[src/rtl/axis_in_regs_pkg.sv]
// Register map of the software interface
// Address and mode enums, field positions and reset values
package axis_in_regs_pkg;

   // Register addresses
   typedef enum logic [2:0] {
      REG_CTRL   = 3'd0,
      REG_THRESH = 3'd1,
      REG_STATUS = 3'd2,
      REG_LEVEL  = 3'd3,
      REG_NWORDS = 3'd4,
      REG_DATA   = 3'd5
   } csr_addr_e;

   // Output stage consumer
   typedef enum logic {
      MODE_CPU    = 1'b0,
      MODE_STREAM = 1'b1
   } drain_mode_e;

   // REG_CTRL fields
   localparam int CTRL_EN_BIT   = 0;
   localparam int CTRL_MODE_BIT = 1;
   // Write 1 for a one-cycle soft reset
   localparam int CTRL_SRST_BIT = 2;

   // REG_STATUS fields
   localparam int STAT_EMPTY_BIT = 0;
   localparam int STAT_FULL_BIT  = 1;
   localparam int STAT_END_BIT   = 2;

   // Interrupt threshold after reset
   localparam int THRESH_RST = 1;

endpackage

[src/rtl/axis_in_cfg_pkg.sv]
// Stream path widths and FIFO depth
// Shared data types of the packer, FIFO and drain
package axis_in_cfg_pkg;

   // Beat and word widths
   localparam int TDATA_W = 8;
   localparam int DATA_W  = 32;

   // Lanes per packed word
   localparam int LANES  = DATA_W / TDATA_W;
   localparam int LANE_W = $clog2(LANES);

   // Word FIFO
   localparam int FIFO_ADDR_W = 3;
   localparam int FIFO_DEPTH  = 1 << FIFO_ADDR_W;

   // Holds FIFO_DEPTH plus the word in the output register
   localparam int LEVEL_W = FIFO_ADDR_W + 2;

   typedef logic [TDATA_W-1:0] beat_t;
   typedef logic [DATA_W-1:0]  data_word_t;
   typedef logic [LEVEL_W-1:0] level_t;

   // Packer FSM
   typedef enum logic {
      PACK_FILL = 1'b0,
      PACK_PAD  = 1'b1
   } pack_state_e;

endpackage
[src/rtl/axis_in_top.sv]
`timescale 1ns/1ps
// AXI-Stream input peripheral top level
// Packer and register block side by side, feeding the drain
module axis_in_top
   import axis_in_cfg_pkg::*;
   import axis_in_regs_pkg::*;
(
   input  logic       clk_i,
   input  logic       rst_i,
   // AXI-Stream slave
   input  logic       axis_tvalid_i,
   input  beat_t      axis_tdata_i,
   input  logic       axis_tlast_i,
   output logic       axis_tready_o,
   // System stream master
   output logic       sys_tvalid_o,
   output data_word_t sys_tdata_o,
   input  logic       sys_tready_i,
   // Register bus
   input  logic       csr_en_i,
   input  logic       csr_we_i,
   input  csr_addr_e  csr_addr_i,
   input  data_word_t csr_wdata_i,
   output data_word_t csr_rdata_o,
   output logic       interrupt_o
);

   logic        sw_enable;
   drain_mode_e sw_mode;
   logic        sw_rst;
   level_t      threshold;
   logic        word_push;
   data_word_t  word_data;
   logic        fifo_full;
   logic        out_valid;
   data_word_t  out_data;
   level_t      level;
   logic        empty;
   logic        data_pop;
   data_word_t  nwords;
   logic        pkt_end;

   axis_in_packer u_packer (
      .clk_i        (clk_i),
      .rst_i        (rst_i),
      .sw_rst_i     (sw_rst),
      .sw_enable_i  (sw_enable),
      .sw_mode_i    (sw_mode),
      .axis_tvalid_i(axis_tvalid_i),
      .axis_tdata_i (axis_tdata_i),
      .axis_tlast_i (axis_tlast_i),
      .fifo_full_i  (fifo_full),
      .axis_tready_o(axis_tready_o),
      .word_push_o  (word_push),
      .word_data_o  (word_data),
      .nwords_o     (nwords),
      .pkt_end_o    (pkt_end)
   );

   axis_in_csr u_csr (
      .clk_i      (clk_i),
      .rst_i      (rst_i),
      .csr_en_i   (csr_en_i),
      .csr_we_i   (csr_we_i),
      .csr_addr_i (csr_addr_i),
      .csr_wdata_i(csr_wdata_i),
      .out_valid_i(out_valid),
      .out_data_i (out_data),
      .level_i    (level),
      .empty_i    (empty),
      .full_i     (fifo_full),
      .nwords_i   (nwords),
      .pkt_end_i  (pkt_end),
      .csr_rdata_o(csr_rdata_o),
      .sw_enable_o(sw_enable),
      .sw_mode_o  (sw_mode),
      .sw_rst_o   (sw_rst),
      .threshold_o(threshold),
      .data_pop_o (data_pop)
   );

   axis_in_drain u_drain (
      .clk_i       (clk_i),
      .rst_i       (rst_i),
      .sw_rst_i    (sw_rst),
      .sw_mode_i   (sw_mode),
      .threshold_i (threshold),
      .word_push_i (word_push),
      .word_data_i (word_data),
      .sys_tready_i(sys_tready_i),
      .data_pop_i  (data_pop),
      .fifo_full_o (fifo_full),
      .sys_tvalid_o(sys_tvalid_o),
      .sys_tdata_o (sys_tdata_o),
      .out_valid_o (out_valid),
      .out_data_o  (out_data),
      .level_o     (level),
      .empty_o     (empty),
      .interrupt_o (interrupt_o)
   );

endmodule

[src/rtl/axis_in_csr.sv]
`timescale 1ns/1ps
// Software register block with registered read data
// Control, threshold, soft-reset pulse and CPU data pop
module axis_in_csr
   import axis_in_cfg_pkg::*;
   import axis_in_regs_pkg::*;
(
   input  logic        clk_i,
   input  logic        rst_i,
   input  logic        csr_en_i,
   input  logic        csr_we_i,
   input  csr_addr_e   csr_addr_i,
   input  data_word_t  csr_wdata_i,
   input  logic        out_valid_i,
   input  data_word_t  out_data_i,
   input  level_t      level_i,
   input  logic        empty_i,
   input  logic        full_i,
   input  data_word_t  nwords_i,
   input  logic        pkt_end_i,
   output data_word_t  csr_rdata_o,
   output logic        sw_enable_o,
   output drain_mode_e sw_mode_o,
   output logic        sw_rst_o,
   output level_t      threshold_o,
   output logic        data_pop_o
);

   logic        wr_en;
   logic        rd_en;
   logic        cpu_data;
   logic        enable_q;
   drain_mode_e mode_q;
   logic        srst_q;
   level_t      thresh_q;
   data_word_t  rd_mux;

   assign wr_en = csr_en_i & csr_we_i;
   assign rd_en = csr_en_i & ~csr_we_i;

   // A word is available to software only in CPU mode
   assign cpu_data   = (mode_q == MODE_CPU) & out_valid_i;
   assign data_pop_o = rd_en & (csr_addr_i == REG_DATA) & cpu_data;

   always_ff @(posedge clk_i) begin
      if (rst_i) begin
         enable_q <= 1'b0;
         mode_q   <= MODE_CPU;
         srst_q   <= 1'b0;
         thresh_q <= level_t'(THRESH_RST);
      end else begin
         // Self-clearing soft reset
         srst_q <= wr_en & (csr_addr_i == REG_CTRL) & csr_wdata_i[CTRL_SRST_BIT];
         if (wr_en) begin
            case (csr_addr_i)
               REG_CTRL: begin
                  enable_q <= csr_wdata_i[CTRL_EN_BIT];
                  mode_q   <= drain_mode_e'(csr_wdata_i[CTRL_MODE_BIT]);
               end
               REG_THRESH: begin
                  thresh_q <= csr_wdata_i[LEVEL_W-1:0];
               end
               default: begin
               end
            endcase
         end
      end
   end

   always_comb begin
      rd_mux = '0;
      case (csr_addr_i)
         REG_CTRL: begin
            rd_mux[CTRL_EN_BIT]   = enable_q;
            rd_mux[CTRL_MODE_BIT] = mode_q;
         end
         REG_THRESH: rd_mux = DATA_W'(thresh_q);
         REG_STATUS: begin
            rd_mux[STAT_EMPTY_BIT] = empty_i;
            rd_mux[STAT_FULL_BIT]  = full_i;
            rd_mux[STAT_END_BIT]   = pkt_end_i;
         end
         REG_LEVEL:  rd_mux = DATA_W'(level_i);
         REG_NWORDS: rd_mux = nwords_i;
         // Zero when nothing is waiting
         REG_DATA:   rd_mux = cpu_data ? out_data_i : '0;
         default:    rd_mux = '0;
      endcase
   end

   // Read data holds until the next read
   always_ff @(posedge clk_i) begin
      if (rst_i) begin
         csr_rdata_o <= '0;
      end else if (rd_en) begin
         csr_rdata_o <= rd_mux;
      end
   end

   assign sw_enable_o = enable_q;
   assign sw_mode_o   = mode_q;
   assign sw_rst_o    = srst_q;
   assign threshold_o = thresh_q;

endmodule

[src/rtl/axis_in_drain.sv]
`timescale 1ns/1ps
// Word FIFO plus output register, routed to the stream port or the CPU
// Combined level, empty flag and threshold interrupt
module axis_in_drain
   import axis_in_cfg_pkg::*;
   import axis_in_regs_pkg::*;
(
   input  logic        clk_i,
   input  logic        rst_i,
   input  logic        sw_rst_i,
   input  drain_mode_e sw_mode_i,
   input  level_t      threshold_i,
   input  logic        word_push_i,
   input  data_word_t  word_data_i,
   input  logic        sys_tready_i,
   input  logic        data_pop_i,
   output logic        fifo_full_o,
   output logic        sys_tvalid_o,
   output data_word_t  sys_tdata_o,
   output logic        out_valid_o,
   output data_word_t  out_data_o,
   output level_t      level_o,
   output logic        empty_o,
   output logic        interrupt_o
);

   logic       clr;
   logic       stream;
   logic       take;
   logic       fifo_pop;
   logic       fifo_empty;
   data_word_t fifo_data;
   level_t     fifo_level;
   logic       rd_pend_q;
   logic       out_valid_q;
   data_word_t out_data_q;
   level_t     level_sum;

   assign clr    = rst_i | sw_rst_i;
   assign stream = (sw_mode_i == MODE_STREAM);
   assign take   = out_valid_q & (stream ? sys_tready_i : data_pop_i);

   // Fetch only when the output register is free by the time data returns
   assign fifo_pop = ~fifo_empty & ~rd_pend_q & (~out_valid_q | take);

   axis_in_fifo u_fifo (
      .clk_i      (clk_i),
      .rst_i      (clr),
      .push_i     (word_push_i),
      .push_data_i(word_data_i),
      .pop_i      (fifo_pop),
      .pop_data_o (fifo_data),
      .empty_o    (fifo_empty),
      .full_o     (fifo_full_o),
      .level_o    (fifo_level)
   );

   always_ff @(posedge clk_i) begin
      if (clr) begin
         rd_pend_q   <= 1'b0;
         out_valid_q <= 1'b0;
      end else begin
         rd_pend_q <= fifo_pop;
         if (rd_pend_q) begin
            out_valid_q <= 1'b1;
         end else if (take) begin
            out_valid_q <= 1'b0;
         end
      end
   end

   always_ff @(posedge clk_i) begin
      if (rd_pend_q) begin
         out_data_q <= fifo_data;
      end
   end

   assign sys_tvalid_o = out_valid_q & stream;
   assign sys_tdata_o  = out_data_q;
   assign out_valid_o  = out_valid_q;
   assign out_data_o   = out_data_q;

   // A word in flight from the FIFO still counts
   assign level_sum   = fifo_level + level_t'(out_valid_q) + level_t'(rd_pend_q);
   assign level_o     = level_sum;
   assign empty_o     = fifo_empty & ~out_valid_q & ~rd_pend_q;
   assign interrupt_o = (level_sum >= threshold_i);

endmodule

[src/rtl/axis_in_fifo.sv]
`timescale 1ns/1ps
// Synchronous word FIFO with registered read port
// Reports level, empty and full
module axis_in_fifo
   import axis_in_cfg_pkg::*;
(
   input  logic       clk_i,
   input  logic       rst_i,
   input  logic       push_i,
   input  data_word_t push_data_i,
   input  logic       pop_i,
   output data_word_t pop_data_o,
   output logic       empty_o,
   output logic       full_o,
   output level_t     level_o
);

   data_word_t             mem [FIFO_DEPTH];
   logic [FIFO_ADDR_W-1:0] wr_ptr_q;
   logic [FIFO_ADDR_W-1:0] rd_ptr_q;
   level_t                 count_q;
   logic                   push_ok;
   logic                   pop_ok;

   assign full_o  = (count_q == level_t'(FIFO_DEPTH));
   assign empty_o = (count_q == '0);
   assign level_o = count_q;

   // Overflow and underflow attempts are dropped
   assign push_ok = push_i & ~full_o;
   assign pop_ok  = pop_i & ~empty_o;

   always_ff @(posedge clk_i) begin
      if (rst_i) begin
         wr_ptr_q <= '0;
         rd_ptr_q <= '0;
         count_q  <= '0;
      end else begin
         if (push_ok) begin
            wr_ptr_q <= wr_ptr_q + 1'b1;
         end
         if (pop_ok) begin
            rd_ptr_q <= rd_ptr_q + 1'b1;
         end
         case ({push_ok, pop_ok})
            2'b10:   count_q <= count_q + 1'b1;
            2'b01:   count_q <= count_q - 1'b1;
            default: count_q <= count_q;
         endcase
      end
   end

   // Storage
   always_ff @(posedge clk_i) begin
      if (push_ok) begin
         mem[wr_ptr_q] <= push_data_i;
      end
   end

   // Read data one cycle after the pop
   always_ff @(posedge clk_i) begin
      if (pop_ok) begin
         pop_data_o <= mem[rd_ptr_q];
      end
   end

endmodule

[src/rtl/axis_in_packer.sv]
`timescale 1ns/1ps
// AXI-Stream beat acceptance and lane packing with tlast padding
// Accepted-lane counter and packet-end flag
module axis_in_packer
   import axis_in_cfg_pkg::*;
   import axis_in_regs_pkg::*;
(
   input  logic        clk_i,
   input  logic        rst_i,
   input  logic        sw_rst_i,
   input  logic        sw_enable_i,
   input  drain_mode_e sw_mode_i,
   input  logic        axis_tvalid_i,
   input  beat_t       axis_tdata_i,
   input  logic        axis_tlast_i,
   input  logic        fifo_full_i,
   output logic        axis_tready_o,
   output logic        word_push_o,
   output data_word_t  word_data_o,
   output data_word_t  nwords_o,
   output logic        pkt_end_o
);

   pack_state_e       state_q;
   pack_state_e       state_d;
   logic [LANE_W-1:0] lane_q;
   data_word_t        word_q;
   data_word_t        word_nxt;
   beat_t             lane_data;
   logic              clr;
   logic              last_lane;
   logic              beat_acc;
   logic              pad_wr;
   logic              lane_wr;
   logic              cnt_done_q;
   logic              pkt_end_q;
   data_word_t        nwords_q;

   assign clr       = rst_i | sw_rst_i;
   assign last_lane = (lane_q == LANE_W'(LANES - 1));

   // No beats while padding; CPU mode stops after the first packet end
   assign axis_tready_o = sw_enable_i & ~fifo_full_i & (state_q == PACK_FILL)
                          & ~((sw_mode_i == MODE_CPU) & pkt_end_q);

   assign beat_acc  = axis_tvalid_i & axis_tready_o;
   // One zero lane per cycle while there is room for the word
   assign pad_wr    = (state_q == PACK_PAD) & ~fifo_full_i;
   assign lane_wr   = beat_acc | pad_wr;
   assign lane_data = beat_acc ? axis_tdata_i : '0;

   // Current word with this cycle's lane merged in
   always_comb begin
      word_nxt = word_q;
      word_nxt[lane_q*TDATA_W +: TDATA_W] = lane_data;
   end

   always_comb begin
      state_d = state_q;
      case (state_q)
         PACK_FILL: begin
            if (beat_acc && axis_tlast_i && !last_lane) begin
               state_d = PACK_PAD;
            end
         end
         PACK_PAD: begin
            if (pad_wr && last_lane) begin
               state_d = PACK_FILL;
            end
         end
         default: begin
            state_d = PACK_FILL;
         end
      endcase
   end

   // Push on the same edge as the last lane
   assign word_push_o = lane_wr & last_lane;
   assign word_data_o = word_nxt;

   always_ff @(posedge clk_i) begin
      if (clr) begin
         state_q    <= PACK_FILL;
         lane_q     <= '0;
         pkt_end_q  <= 1'b0;
         cnt_done_q <= 1'b0;
         nwords_q   <= '0;
      end else begin
         state_q <= state_d;
         if (lane_wr) begin
            lane_q <= lane_q + 1'b1;
         end
         if (beat_acc && axis_tlast_i) begin
            pkt_end_q <= 1'b1;
         end
         // Count stops once the first packet's word is complete
         if (word_push_o && ((beat_acc && axis_tlast_i) || state_q == PACK_PAD)) begin
            cnt_done_q <= 1'b1;
         end
         if (lane_wr && !cnt_done_q) begin
            nwords_q <= nwords_q + 1'b1;
         end
      end
   end

   always_ff @(posedge clk_i) begin
      if (lane_wr) begin
         word_q <= word_nxt;
      end
   end

   assign nwords_o  = nwords_q;
   assign pkt_end_o = pkt_end_q;

endmodule

[config.mk]
export PLATFORM = sky130hd
export DESIGN_NAME = axis_in_top
export DESIGN_NICKNAME = d
export VERILOG_FILES = /design/src/rtl/axis_in_regs_pkg.sv /design/src/rtl/axis_in_cfg_pkg.sv /design/src/rtl/axis_in_top.sv /design/src/rtl/axis_in_csr.sv /design/src/rtl/axis_in_drain.sv /design/src/rtl/axis_in_fifo.sv /design/src/rtl/axis_in_packer.sv
export SDC_FILE = /design/constraint.sdc
export NUM_CORES = 1
export LEC_CHECK = 0
export ABC_CLOCK_PERIOD_IN_PS = 12500
export BUFFER_PORTS_ARGS = -buffer_cell sky130_fd_sc_hd__buf_4
export CAP_MARGIN = 5
export CORE_ASPECT_RATIO = 1.1
export CORE_MARGIN = 2
export CORE_UTILIZATION = 45
export CTS_BUF_LIST = sky130_fd_sc_hd__clkbuf_4 sky130_fd_sc_hd__clkbuf_8 sky130_fd_sc_hd__clkbuf_16
export CTS_CLUSTER_DIAMETER = 30
export DETAILED_ROUTE_END_ITERATION = 8
export GPL_TIMING_DRIVEN = 0
export PLACE_DENSITY = 0.71
export SYNTH_ARGS = -nofsm -noshare
export SYNTH_HDL_FRONTEND = slang
export SYNTH_SLANG_ARGS = --single-unit
[constraint.sdc]
create_clock -name clk_i -period 12.5 [get_ports clk_i]
set_clock_uncertainty 0.15 [all_clocks]
set_input_delay 1.25 -clock clk_i [delete_from_list [all_inputs] [get_ports clk_i]]
set_output_delay 1.25 -clock clk_i [all_outputs]
set_load 0.01 [all_outputs]
[Word-level counts from Yosys, hierarchy flattened]
Memories as Yosys holds them, arrays and structs flattened. A register that Yosys moved wholly into a read port is not among the register bits.
Cells that the tools add are included.
W data, S select, Z words.
Word-level totals
  register bits after elaboration: 154
  bits in writable memories: 256
  input bits: 50
  output and inout port bits: 67
  logic and storage cells: 101
  memories: 1
Cells by class
  add/subtract/negate cells: 9
  order comparisons: 1
  equal/unequal tests: 9
  shifts and indexed selects: 2
  muxes and demuxes: 15
  bitwise operators: 33
  reductions and logical operators: 14
Memories
  u_drain.u_fifo.mem: depth 8, width 32, rd ports 1, clocked after memory_dff 1, write ports 1, line axis_in_fifo.sv:18  | data_word_t mem [FIFO_DEPTH];
Operator list (count)
  $pmux W29 S4: 1
  $neg A5 Y34: 1
  $shift A8 B34 Y32 const A: 1
  $shiftx A8 B34 Y32: 1
  $add A32 B1 Y32 const B: 1
  $bwmux W32: 1
  $mux W32: 1
  $and A1 B1 Y1: 22
  $pmux W2 S6: 1
  $add A5 B1 Y5: 2
  $pmux W5 S2: 1
  $mux W8: 1
  $not A1 Y1: 8
  $mux W1: 7
  $add A3 B1 Y3 const B: 2
  $eq A3 B2 Y1 const B: 2
  $eq A3 B3 Y1 const B: 2
  $add A5 B1 Y5 const B: 1
  $eq A5 B4 Y1 const B: 1
  $ge A5 B5 Y1: 1
  $logic_and A1 B1 Y1: 5
  $logic_not A5 Y1: 1
  $pmux W1 S5: 1
  $sub A5 B1 Y5 const B: 1
  11 further kinds: 17

[Depth between registers and ports, before layout]
Gate-level depths: netlist of run 1.
  word-level depth: 11
  gate-level depth with buffers: 12
  mapped depth without buffers: 11

[By module]
A second synthesis of run 1 with hierarchy kept.
Second synthesis, totals
  cell total of the unflattened synthesis: 1124
  area, all modules: 17837.1 um2
Modules (own cells, without submodules)
  axis_in_fifo: times used 1, cells an instance 486, area an instance 11239.5 um2, seq. area each 8868.5 um2
  axis_in_packer: times used 1, cells an instance 335, area an instance 3258.1 um2, seq. area each 1701.6 um2
  axis_in_csr: times used 1, cells an instance 206, area an instance 1853.0 um2, seq. area each 800.8 um2
  axis_in_drain: times used 1, cells an instance 97, area an instance 1486.4 um2, seq. area each 1001.0 um2

[Least setup slack after synthesis of run 1]
OpenSTA, ideal clock, no wires.
  path kind: in2reg
  start point: input axis_tvalid_i
  end point: memory u_drain.u_fifo.mem[6][0] in the netlist's numbering, enable pin
  library setup time: 0.468 ns
  arrival time: 5.750 ns
  required time: 11.882 ns
  slack: 6.132 ns
  stages on the path: 4
  buffers on the path: 0
  path through: a31oi_1 -> nor2_1 -> nand3_1 -> nor3b_1
Between the ends
  word-level cells in the longest chain between the ends: 6
RTL lines
  start: declaration: line axis_in_top.sv:11  | input logic axis_tvalid_i,
  $and A1 B1 Y1: line axis_in_packer.sv:46  | assign beat_acc = axis_tvalid_i & axis_tready_o;
  $or A1 B1 Y1: line axis_in_packer.sv:49  | assign lane_wr = beat_acc | pad_wr;
  $and A1 B1 Y1: line axis_in_packer.sv:78  | assign word_push_o = lane_wr & last_lane;
  $and A1 B1 Y1: line axis_in_fifo.sv:30  | assign push_ok = push_i & ~full_o;
  $mux W1: line axis_in_fifo.sv:55  | if (push_ok) begin
  $mux W1 (implied by the code): line axis_in_fifo.sv:56  | mem[wr_ptr_q] <= push_data_i;
  end: declaration: line axis_in_fifo.sv:18
No other way between the ends.

[Worst setup path in the final report of run 1]
  start point: register u_drain.rd_pend_q
  end point: output interrupt_o
Between the ends
  word-level cells in the longest chain between the ends: 2
RTL lines
  start: declaration: line axis_in_drain.sv:34  | logic rd_pend_q;
  start signal: assignment: line axis_in_drain.sv:63  | rd_pend_q <= fifo_pop;
  $add A5 B1 Y5: line axis_in_drain.sv:84  | assign level_sum = fifo_level + level_t'(out_valid_q) + level_t'(rd_pend_q);
  $ge A5 B5 Y1: line axis_in_drain.sv:87  | assign interrupt_o = (level_sum >= threshold_i);
  end: declaration: line axis_in_top.sv:25  | output logic interrupt_o
No other way between the ends.

==> flow_metrics.env, run 1 <==
export IMPL_pre_cts_ws_ns=7.72
export IMPL_synth_ff_type="edfxtp_1"
export IMPL_crit_required_ns=11.10
export IMPL_grt_setup_unrepaired="no"
export IMPL_synth_mux_area_share_pct=10.8
export IMPL_hold_worst_slack_ns=0.267
export IMPL_synth_compound_area_share_pct=6.88
export IMPL_grt_use_total_pct=21.1
export IMPL_rr_endpoint="u_drain.u_fifo.level_o[4]"
export IMPL_crit_slowest_cell="dfxtp_2"
export IMPL_async_flop_share_pct=0
export IMPL_worst_ep_arrival_time_ns=3.19
export IMPL_yosysMostFrequentCell="edfxtp_1"
export IMPL_peakVddDrop_uv=123
export IMPL_io_buffers=87
export IMPL_clkLatencyLatePin_ns=0.59
export IMPL_power_internal_mw=3.45
export IMPL_antenna_found_initial=0
export IMPL_end_kind="output port"
export IMPL_first_global_vias=10900
export IMPL_synth_simple_area_share_pct=7.03
export IMPL_start_kind="flip-flop"
export IMPL_worst_r2r_setup_slack_ns=8.56
export IMPL_slew_limit_headroom_pct=31.3
export IMPL_p_per_area_mw_per_mm2=212
export IMPL_min_period_over_period_pct=36.7
export IMPL_cts_max_path_buffers=3
export IMPL_max_slew_worst_pin_slew_ns=1.02
export IMPL_tns_ns=0
export IMPL_wl_per_cell_um=22.8
export IMPL_n_antenna_cell=0
export IMPL_grt_max_degree=39
export IMPL_period_minus_slack_ns=4.59
export IMPL_overflow=0
export IMPL_path_max_fanout=38
export IMPL_holdPathEnd="u_drain.out_data_o[20]"
export IMPL_syn_cell_area_mm2=0.0176
export IMPL_netlist_area_leader_share_pct=60.1
export IMPL_finalInstanceArea_mm2=0.0220
export IMPL_place_congestion=0.913
export IMPL_synth_top_area_cell="edfxtp_1"
export IMPL_path_class="reg -> out"
export IMPL_drt_pass1_iterations=5
export IMPL_core_mm2=0.0383
export IMPL_ys_top_cells_by_count="edfxtp_1 (352), dfxtp_1 (90), nor2_1 (74), mux4_2 (64)"
export IMPL_drt_wl_total_mm=42.4
export IMPL_cts_num_sinks=442
export IMPL_area_delta_synth_final_pct=25.2
export IMPL_post_route_util_pct=57.5
export IMPL_max_cap_viol_count=0
export IMPL_clkTransAtPathRegs_ns=0.05
export IMPL_post_cts_buffers=0
export IMPL_dp_hpwl_mm=27.9
export IMPL_post_route_cells_drive_above_1_share_pct=29.9
export IMPL_num_vias=10600
export IMPL_cp_cell_sequence="fa_1 -> ha_1 -> xor2_1 -> ha_1 -> nor2b_1 -> o21ai_0 -> a21oi_1 -> buf_4"
export IMPL_power_mw=4.67
export IMPL_rows=75
export IMPL_ys_types=58
export IMPL_cts_resized=0
export IMPL_sw_frac_of_total_pct=26.1
export IMPL_rr_worst_depth=12
export IMPL_yosysWarnings=0
export IMPL_fin_cells=1859
export IMPL_leakage_nw=7.39
export IMPL_p_clk_share_pct=45.8
export IMPL_worstHoldPathCells=0
export IMPL_cts_max_level=3
export IMPL_pwr_share_comb_pct=15.4
export IMPL_placed_area_mm2=0.0193
export IMPL_synth_top_family_by_area="multiplexers"
export IMPL_ios=117
export IMPL_seqPwrFrac_pct=38.7
export IMPL_synth_xor_area_share_pct=1.05
export IMPL_fmax_mhz=218
export IMPL_hold_viol_final=0
export IMPL_cts_root_buf="clkbuf_16"
export IMPL_yosys_top_cells_area="edfxtp_1 (60%), dfxtp_1 (10%), mux4_2 (8.2%), mux2_2 (2.1%), nor2_1 (1.6%)"
export IMPL_drc=0
export IMPL_drv_slew=0
export IMPL_hold_class="reg -> reg"
export IMPL_die_h_um=211
export IMPL_dp_cells=1709
export IMPL_outcome="completed"
export IMPL_grt_pass1_wl_mm=63.9
export IMPL_synth_nets=1157
export IMPL_rr_startpoint="u_drain.u_fifo.level_o[0]"
export IMPL_num_nets_final=1362
export IMPL_n_fill_cell=2848
export IMPL_design_die_area_mm2=0.0406
export IMPL_drt_vias_per_instance=5.72
export IMPL_synth_seq_cells=442
export IMPL_min_from="u_drain.u_fifo.pop_data_o[20]"
export IMPL_start_util_pct=45.9
export IMPL_p_switching_mw=1.22
export IMPL_path_common_cell="ha_1"
export IMPL_synth_edf_count=352
export IMPL_setup_viol=0
export IMPL_cpPeakStageDelay_ns=0.94
export IMPL_ant_nets=0
export IMPL_finalWorstSetupSlack_ns=7.91
export IMPL_avgSynthCellArea_um2=16.2
export IMPL_synth_adder_area_share_pct=1.44
export IMPL_cts_hold_buf=0
export IMPL_cts_buffers=82
export IMPL_synth_seq_area_share_pct=70.4
export IMPL_first_iter_violations=1054
export IMPL_synthCells=1088
export IMPL_tritoncts="yes"
export IMPL_die_w_um=192
per-layer routing:
layer	wire length, um	up-vias	track usage (%)	share of wire [%]
met5	0	-	0	0
li1	-	4733	-	-
met1	17000	5353	26.7	40
met3	3060	77	4.62	7.2
met4	1140	0	8.21	2.7
met2	21200	463	35.6	50
flip-flops by register name, summed over array words and instances (netlist names):
name	count
u_csr.csr_rdata_o	32
u_csr.sw_enable_o	1
u_csr.sw_mode_o	1
u_csr.sw_rst_o	1
u_csr.threshold_o	5
u_drain.out_data_o	32
u_drain.out_valid_o	1
u_drain.rd_pend_q	1
u_drain.u_fifo.level_o	5
u_drain.u_fifo.mem	256
u_drain.u_fifo.pop_data_o	32
u_drain.u_fifo.rd_ptr_q	3
u_drain.u_fifo.wr_ptr_q	3
u_packer.cnt_done_q	1
u_packer.lane_q	2
u_packer.nwords_o	32
u_packer.pkt_end_o	1
u_packer.state_q	1
u_packer.word_q	32
area by class of cell:
cell class              instances  area [um2]  area share [%]
well taps                     500         626            2.84
flip-flops and latches        442       12400            56.2
inverters                      38         143           0.648
clock inverters                62         628            2.85
plain buffers                  62         285            1.30
clock buffers                  88        2100            9.56
multi-input cells             546        4830            22.0
repair buffers                121        1020            4.63
cells by family (layout without fill, tap and decap cells):
group	count (synthesis)	count (layout)
mux	105	105
fa+ha+maj	19	19
flops	442	442
xor+xnor	21	21
simple gates	232	232
compound gates	169	169
buf+inv	100	371
cell usage in the layout, fill, tap and decap left out, drive strengths merged, types with 5 or more instances in the layout:
cell type	netlist	routed
nor4b	7	7
buf	23	144
nand3	29	29
a22o	16	16
clkbuf	39	127
nand2	33	33
nand2b	5	5
nor3b	5	5
a21oi	35	35
a2bb2oi	29	29
nand3b	7	7
clkinvlp	0	11
inv	37	49
edfxtp	352	352
a221oi	5	5
mux2	32	32
o21ai	16	16
or3	15	15
nor2	74	74
mux2i	9	9
clkinv	1	33
a22oi	27	27
bufinv	0	7
dfxtp	90	90
xnor2	9	9
nor2b	9	9
ha	17	17
or4	11	11
o22ai	17	17
nand4	11	11
nor4	10	10
o31ai	12	12
nor3	9	9
xor2	12	12
mux4	64	64
critical path, delay by kind of cell, from the launching register on:
family / cells / cell delay [ns]
AND/OR/NAND/NOR: 1 / 0.12
flip-flops: 1 / 0.94
adder cells (fa/ha/maj): 3 / 0.82
buffers and inverters: 1 / 0.15
AO/OA/AOI/OAI: 2 / 0.25
XOR/XNOR: 1 / 0.31
power by group through the flow:
stage,Combinational (mW),Clock (mW),Sequential (mW)
2_1_floorplan,0.482,0,1.82
3_3_place_gp,0.690,0,1.84
3_5_place_dp,0.722,0,1.84
4_1_cts,0.732,2.17,1.81
5_1_grt,0.787,2.23,1.82
6_report,0.722,2.14,1.81
worst max path at each step:
| stage | startpoint | end | cells after the start |
|---|---|---|---|
| finish | u_drain.rd_pend_q | interrupt_o | 8 |
| global route | u_drain.rd_pend_q | interrupt_o | 8 |
| CTS | u_drain.rd_pend_q | interrupt_o | 8 |
| detailed placement | csr_addr_i[0] | u_drain.u_fifo.level_o[4] | 12 |
| global placement | axis_tvalid_i | u_drain.u_fifo.mem[6][3] | 5 |
| floorplan | axis_tvalid_i | u_drain.u_fifo.mem[6][0] | 4 |
(Power assumes the default switching activity.)
==> inputs of run 2 (changes only) <==
ABC_CLOCK_PERIOD_IN_PS = 4500   (was 12500)
clock period = 4.5 ns   (was 12.5 ns; I/O delays follow)
==> run 2 against run 1 <==
Worst hold slack worse by 0.23 ns. Critical path depth increased by 4. Die area stayed put.
==> flow_metrics.env, run 2 (synthesized netlist as in run 1, its figures left out) <==
export IMPL_outcome="completed"
export IMPL_seqPwrFrac_pct=38.2
export IMPL_ios=117
export IMPL_p_switching_mw=3.42
export IMPL_fin_cells=1848
export IMPL_first_global_vias=10800
export IMPL_regMostFlops="u_drain.u_fifo.mem"
export IMPL_drc=0
export IMPL_post_route_util_pct=57.9
export IMPL_start_kind="flip-flop"
export IMPL_pwr_share_comb_pct=15.6
export IMPL_cts_max_level=3
export IMPL_n_fill_cell=2797
export IMPL_peakVddDrop_uv=344
export IMPL_die_h_um=211
export IMPL_cts_root_buf="clkbuf_16"
export IMPL_power_internal_mw=9.76
export IMPL_max_cap_viol_count=0
export IMPL_num_vias=10700
export IMPL_crit_slowest_cell="nand3_1"
export IMPL_mostFrequentLayoutCells="edfxtp_1 (352), dfxtp_1 (89), buf_4 (87)"
export IMPL_crit_required_ns=4.84
export IMPL_core_mm2=0.0383
export IMPL_grt_max_degree=39
export IMPL_cts_buffers=78
export IMPL_hold_viol_final=0
export IMPL_min_period_over_period_pct=91.4
export IMPL_io_buffers=87
export IMPL_area_delta_synth_final_pct=26.2
export IMPL_grt_pass1_wl_mm=64.7
export IMPL_antenna_found_initial=0
export IMPL_max_slew_worst_pin_slew_ns=1.01
export IMPL_slew_limit_headroom_pct=32.8
export IMPL_cts_num_sinks=442
export IMPL_p_per_area_mw_per_mm2=594
export IMPL_sw_frac_of_total_pct=25.9
export IMPL_worstHoldPathCells=3
export IMPL_path_class="reg -> reg"
export IMPL_rows=75
export IMPL_n_antenna_cell=0
export IMPL_fmax_mhz=243
export IMPL_clkLatencyLatePin_ns=0.59
export IMPL_grt_setup_unrepaired="no"
export IMPL_post_route_cells_drive_above_1_share_pct=28.9
export IMPL_clkTransAtPathRegs_ns=0.05
export IMPL_overflow=0
export IMPL_wl_per_cell_um=23.3
export IMPL_cp_cell_sequence="nor4_2 -> nand2_1 -> clkbuf_1 -> nand3_1 -> ha_1 -> inv_1 -> fa_1 -> nor2b_1 -> o21ai_0 -> nor4b_1 -> or3_1 -> a21oi_1"
export IMPL_mostFrequentLayoutCell="edfxtp_1"
export IMPL_dp_cells=1697
export IMPL_setup_viol=0
export IMPL_wl_met3_mm=3.20
export IMPL_die_w_um=192
export IMPL_topRoutingLayerUsed="met4"
export IMPL_wl_met1_mm=17.2
export IMPL_rr_worst_depth=12
export IMPL_ant_nets=0
export IMPL_hold_class="in -> reg"
export IMPL_end_kind="flip-flop"
export IMPL_cts_hold_buf=5
export IMPL_place_congestion=0.902
export IMPL_wl_met2_mm=21.3
export IMPL_post_cts_buffers=0
export IMPL_cts_resized=0
export IMPL_dp_hpwl_mm=27.5
export IMPL_largest_reg_flops=256
export IMPL_cts_max_path_buffers=3
export IMPL_num_nets_final=1351
export IMPL_leakage_nw=7.40
export IMPL_design_die_area_mm2=0.0406
export IMPL_first_iter_violations=1207
export IMPL_path_max_fanout=10
export IMPL_drt_vias_per_instance=5.78
export IMPL_start_util_pct=45.9
export IMPL_cpPeakStageDelay_ns=0.59
export IMPL_drt_pass1_iterations=6
export IMPL_grt_use_total_pct=21.5
export IMPL_period_minus_slack_ns=4.11
export IMPL_drt_wl_total_mm=43.0
export IMPL_worst_ep_arrival_time_ns=4.46
export IMPL_tritoncts="yes"
export IMPL_drv_slew=0
export IMPL_p_clk_share_pct=46.1
## run 2: cell count changes in the layout (fill, tap and decap cells not counted), moves of 3 or more
cell | before | now
clkbuf_4 | 5 | 8
buf_16 | 1 | 7
buf_4 | 100 | 87
clkinv_2 | 13 | 7
bufinv_16 | 7 | 11
buf_8 | 2 | 7
dlygate4sd3_1 | 0 | 5
buf_6 | 20 | 9
clkbuf_16 | 82 | 79
## run 2: through the flow
step	setup TNS [ns]	cell area [um2]	hold WS (ns)	setup WS (ns)	total power, mW
final	0	22200	0.0331	0.388	13.2
after global routing	0	22200	0.0390	0.0773	13.6
after CTS	0	22200	0.0274	0.380	13.3
after detailed placement	0	19400	0.255	0.453	7.15
after global placement	-442.27	18900	0.250	-2.55	7.04
after floorplan	0	17600	0.250	0.116	6.40
## run 2: layout make-up
| class | instances | area, um2 | area share (%) |
|---|---|---|---|
| buffer | 62 | 285 | 1.29 |
| multi-input combinational | 546 | 4880 | 22.0 |
| inverter | 38 | 143 | 0.643 |
| clock buffer | 89 | 2060 | 9.31 |
| timing repair buffer | 114 | 1110 | 5.00 |
| tap | 500 | 626 | 2.82 |
| sequential | 442 | 12400 | 55.8 |
| clock inverter | 57 | 697 | 3.14 |
## run 2: metal layers
layer	up-vias	GRT usage, %
li1	4701	-
met1	5365	28.0
met2	525	35.7
met3	97	3.99
met4	0	8.61
met5	-	0
## run 2: path summary, 6_finish.rpt
check	to	slack (ns)	start
worst max register to register	u_drain.u_fifo.level_o[4]	0.39	u_drain.u_fifo.level_o[0]
worst min register to register	u_drain.out_data_o[6]	0.26	u_drain.u_fifo.pop_data_o[6]
worst max-delay path	u_drain.u_fifo.level_o[4]	0.39	u_drain.u_fifo.level_o[0]
worst min-delay path	u_packer.pkt_end_o	0.03	axis_tlast_i
## run 2: worst max-delay path: cells and delay by family (launching register included)
family / cells / cell delay, ns
buf+inv: 2 / 0.44
compound gates: 2 / 0.29
simple gates: 6 / 2.00
flops: 1 / 0.37
fa+ha+maj: 2 / 0.77
## run 2: power groups by stage
stage	combinational (mW)	sequential, mW	clock [mW]
2_1_floorplan	1.34	5.06	0
3_3_place_gp	1.93	5.12	0
3_5_place_dp	2.04	5.11	0
4_1_cts	2.08	5.04	6.15
5_1_grt	2.24	5.06	6.33
6_report	2.06	5.04	6.08
==> inputs of run 3 (changes only) <==
--- a/config.mk
+++ b/config.mk
@@ -13,3 +13,3 @@
 export CORE_UTILIZATION = 45
-export CTS_BUF_LIST = sky130_fd_sc_hd__clkbuf_4 sky130_fd_sc_hd__clkbuf_8 sky130_fd_sc_hd__clkbuf_16
+export CTS_BUF_LIST = sky130_fd_sc_hd__clkbuf_4
 export CTS_CLUSTER_DIAMETER = 30
@@ -17,2 +17,3 @@
 export GPL_TIMING_DRIVEN = 0
+export MAX_ROUTING_LAYER = met4
 export PLACE_DENSITY = 0.71
--- a/constraint.sdc
+++ b/constraint.sdc
@@ -4,2 +4,2 @@
 set_output_delay 0.45 -clock clk_i [all_outputs]
-set_load 0.01 [all_outputs]
+set_load 0.02 [all_outputs]
==> run 3 against run 2 <==
Core utilization shrank 3.3 points. Wire length fell by 6.4%. Sequential power about the same. Count of clock-buffer cells in the layout is 66 higher. Via count decreased by 0.65%. Setup slack better by 0.079 ns. Flip-flop and latch count did not move. Register-to-register slack gained 0.08 ns. Non-clock buffer count rose by 6. Sequential share of layout area up 3.3 points. Maximum frequency increased by 2.0%.
==> flow_metrics.env, run 3 (synthesized netlist as in run 1, its figures left out) <==
export IMPL_outcome="completed"
export IMPL_clkTransAtPathRegs_ns=0.07
export IMPL_critPathBufInv=2
export IMPL_drt_pass1_iterations=5
export IMPL_startpoint="u_drain.u_fifo.level_o[0]"
export IMPL_first_global_vias=10700
export IMPL_leakage_nw=6.93
export IMPL_drt_wl_total_mm=40.2
export IMPL_cp_cell_sequence="nor4_2 -> nand2_1 -> clkbuf_1 -> nand3_1 -> ha_1 -> inv_1 -> fa_1 -> nor2b_1 -> o21ai_0 -> nor4b_1 -> or3_1 -> a21oi_1"
export IMPL_grt_pass1_wl_mm=61.2
export IMPL_start_kind="flip-flop"
export IMPL_dp_cells=1697
export IMPL_period_minus_slack_ns=4.03
export IMPL_die_w_um=192
export IMPL_cts_resized=0
export IMPL_power_mw=10.5
export IMPL_core_mm2=0.0383
export IMPL_mostFrequentLayoutCells="edfxtp_1 (352), clkbuf_4 (155), dfxtp_1 (89)"
export IMPL_fmax_mhz=248
export IMPL_place_congestion=0.917
export IMPL_num_nets_final=1387
export IMPL_ios=117
export IMPL_clkLatencyLatePin_ns=0.77
export IMPL_min_from="axis_tdata_i[7]"
export IMPL_max_cap_viol_count=0
export IMPL_path_class="reg -> reg"
export IMPL_io_buffers=87
export IMPL_area_delta_synth_final_pct=19.1
export IMPL_largest_reg_flops=256
export IMPL_worst_r2r_setup_slack_ns=0.47
export IMPL_crit_required_ns=5.02
export IMPL_cts_num_sinks=442
export IMPL_overflow=0
export IMPL_hold_viol_final=0
export IMPL_tns_ns=0
export IMPL_cts_buffers=108
export IMPL_rr_startpoint="u_drain.u_fifo.level_o[0]"
export IMPL_worst_ep_arrival_time_ns=4.55
export IMPL_mostFrequentLayoutCell="edfxtp_1"
export IMPL_drv_slew=0
export IMPL_peakVddDrop_uv=325
export IMPL_n_fill_cell=3008
export IMPL_grt_max_degree=39
export IMPL_fin_cells=1903
export IMPL_slew_limit_headroom_pct=36.4
export IMPL_cts_root_buf="clkbuf_4"
export IMPL_drt_vias_per_instance=5.58
export IMPL_regMostFlops="u_drain.u_fifo.mem"
export IMPL_crit_slowest_cell="nand3_1"
export IMPL_antenna_found_initial=2
export IMPL_num_vias=10600
export IMPL_finalInstanceArea_mm2=0.0209
export IMPL_min_period_over_period_pct=89.6
export IMPL_start_util_pct=45.9
export IMPL_ant_nets=0
export IMPL_hold_class="in -> reg"
export IMPL_p_per_area_mw_per_mm2=502
export IMPL_grt_use_total_pct=20.8
export IMPL_placed_area_mm2=0.0194
export IMPL_post_route_cells_drive_above_1_share_pct=29.9
export IMPL_post_cts_buffers=0
export IMPL_tritoncts="yes"
export IMPL_hold_worst_slack_ns=0.126
export IMPL_drc=0
export IMPL_cpPeakStageDelay_ns=0.57
export IMPL_design_die_area_mm2=0.0406
export IMPL_path_max_fanout=10
export IMPL_cts_max_level=3
export IMPL_first_iter_violations=1060
export IMPL_grt_setup_unrepaired="no"
export IMPL_cts_max_path_buffers=3
export IMPL_setup_viol=0
export IMPL_max_slew_worst_pin_slew_ns=0.955
export IMPL_rows=75
export IMPL_wl_per_cell_um=21.1
export IMPL_cpLargestDelayFamily="simple AND/OR/NAND/NOR gates"
export IMPL_die_h_um=211
export IMPL_end_kind="flip-flop"
export IMPL_dp_hpwl_mm=27.5
[run 3: cell type report]
type,instances,area (um2),share of cell area (%)
Multi-Input combinational cell,546,4880,23.3
Sequential cell,442,12400,59.1
Clock inverter,37,277,1.32
Inverter,38,143,0.682
Antenna cell,3,7.51,0.0359
Tap cell,500,626,2.99
Timing Repair Buffer,120,1170,5.58
Buffer,62,285,1.36
Clock buffer,155,1160,5.56
[run 3: where the power goes]
part | internal [mW] | total, mW | switching, mW
combinational | 0.966 | 2.10 | 1.14
clock | 1.86 | 3.39 | 1.52
sequential | 4.81 | 5.02 | 0.216
total | 7.64 | 10.5 | 2.87
[run 3: worst reg2reg max path, cell delays in order (launching register included)]
cell and delay (ns):
dfxtp_1 0.38, nor4_2 0.51, nand2_1 0.24, clkbuf_1 0.33, nand3_1 0.57, ha_1 0.37
inv_1 0.10, fa_1 0.39, nor2b_1 0.16, o21ai_0 0.12, nor4b_1 0.17, or3_1 0.33
a21oi_1 0.14
[run 3: per-layer routing]
metal | GRT usage, % | vias to the layer above | wire, um
met1 | 26.7 | 5274 | 16700
met3 | 4.54 | 66 | 2880
met2 | 32.9 | 440 | 19700
met4 | 7.11 | 0 | 861
li1 | - | 4838 | -
met5 | - | - | 0
[run 3: worst paths after layout]
kind	end	depth (start not counted)
worst max-delay path	u_drain.u_fifo.level_o[4]	12
worst min-delay path	u_drain.u_fifo.mem[6][23]	2
worst max register to register	u_drain.u_fifo.level_o[4]	12
worst min register to register	u_drain.out_data_o[31]	0
[run 3: repair_timing]
item | CTS | global route
hold buffers | 11 | 0
hold endpoints to repair | 13 | 0
setup endpoints to repair | 0 | 0
[run 3: metrics by stage]
| stage | util, % | worst slack (ns) |
|---|---|---|
| 2_1_floorplan | - | 0.116 |
| 3_3_place_gp | 49.3 | -2.55 |
| 3_5_place_dp | 50.6 | 0.453 |
| 4_1_cts | 54.6 | 0.421 |
| 5_1_grt | 54.7 | 0.136 |
| 6_report | 54.7 | 0.468 |
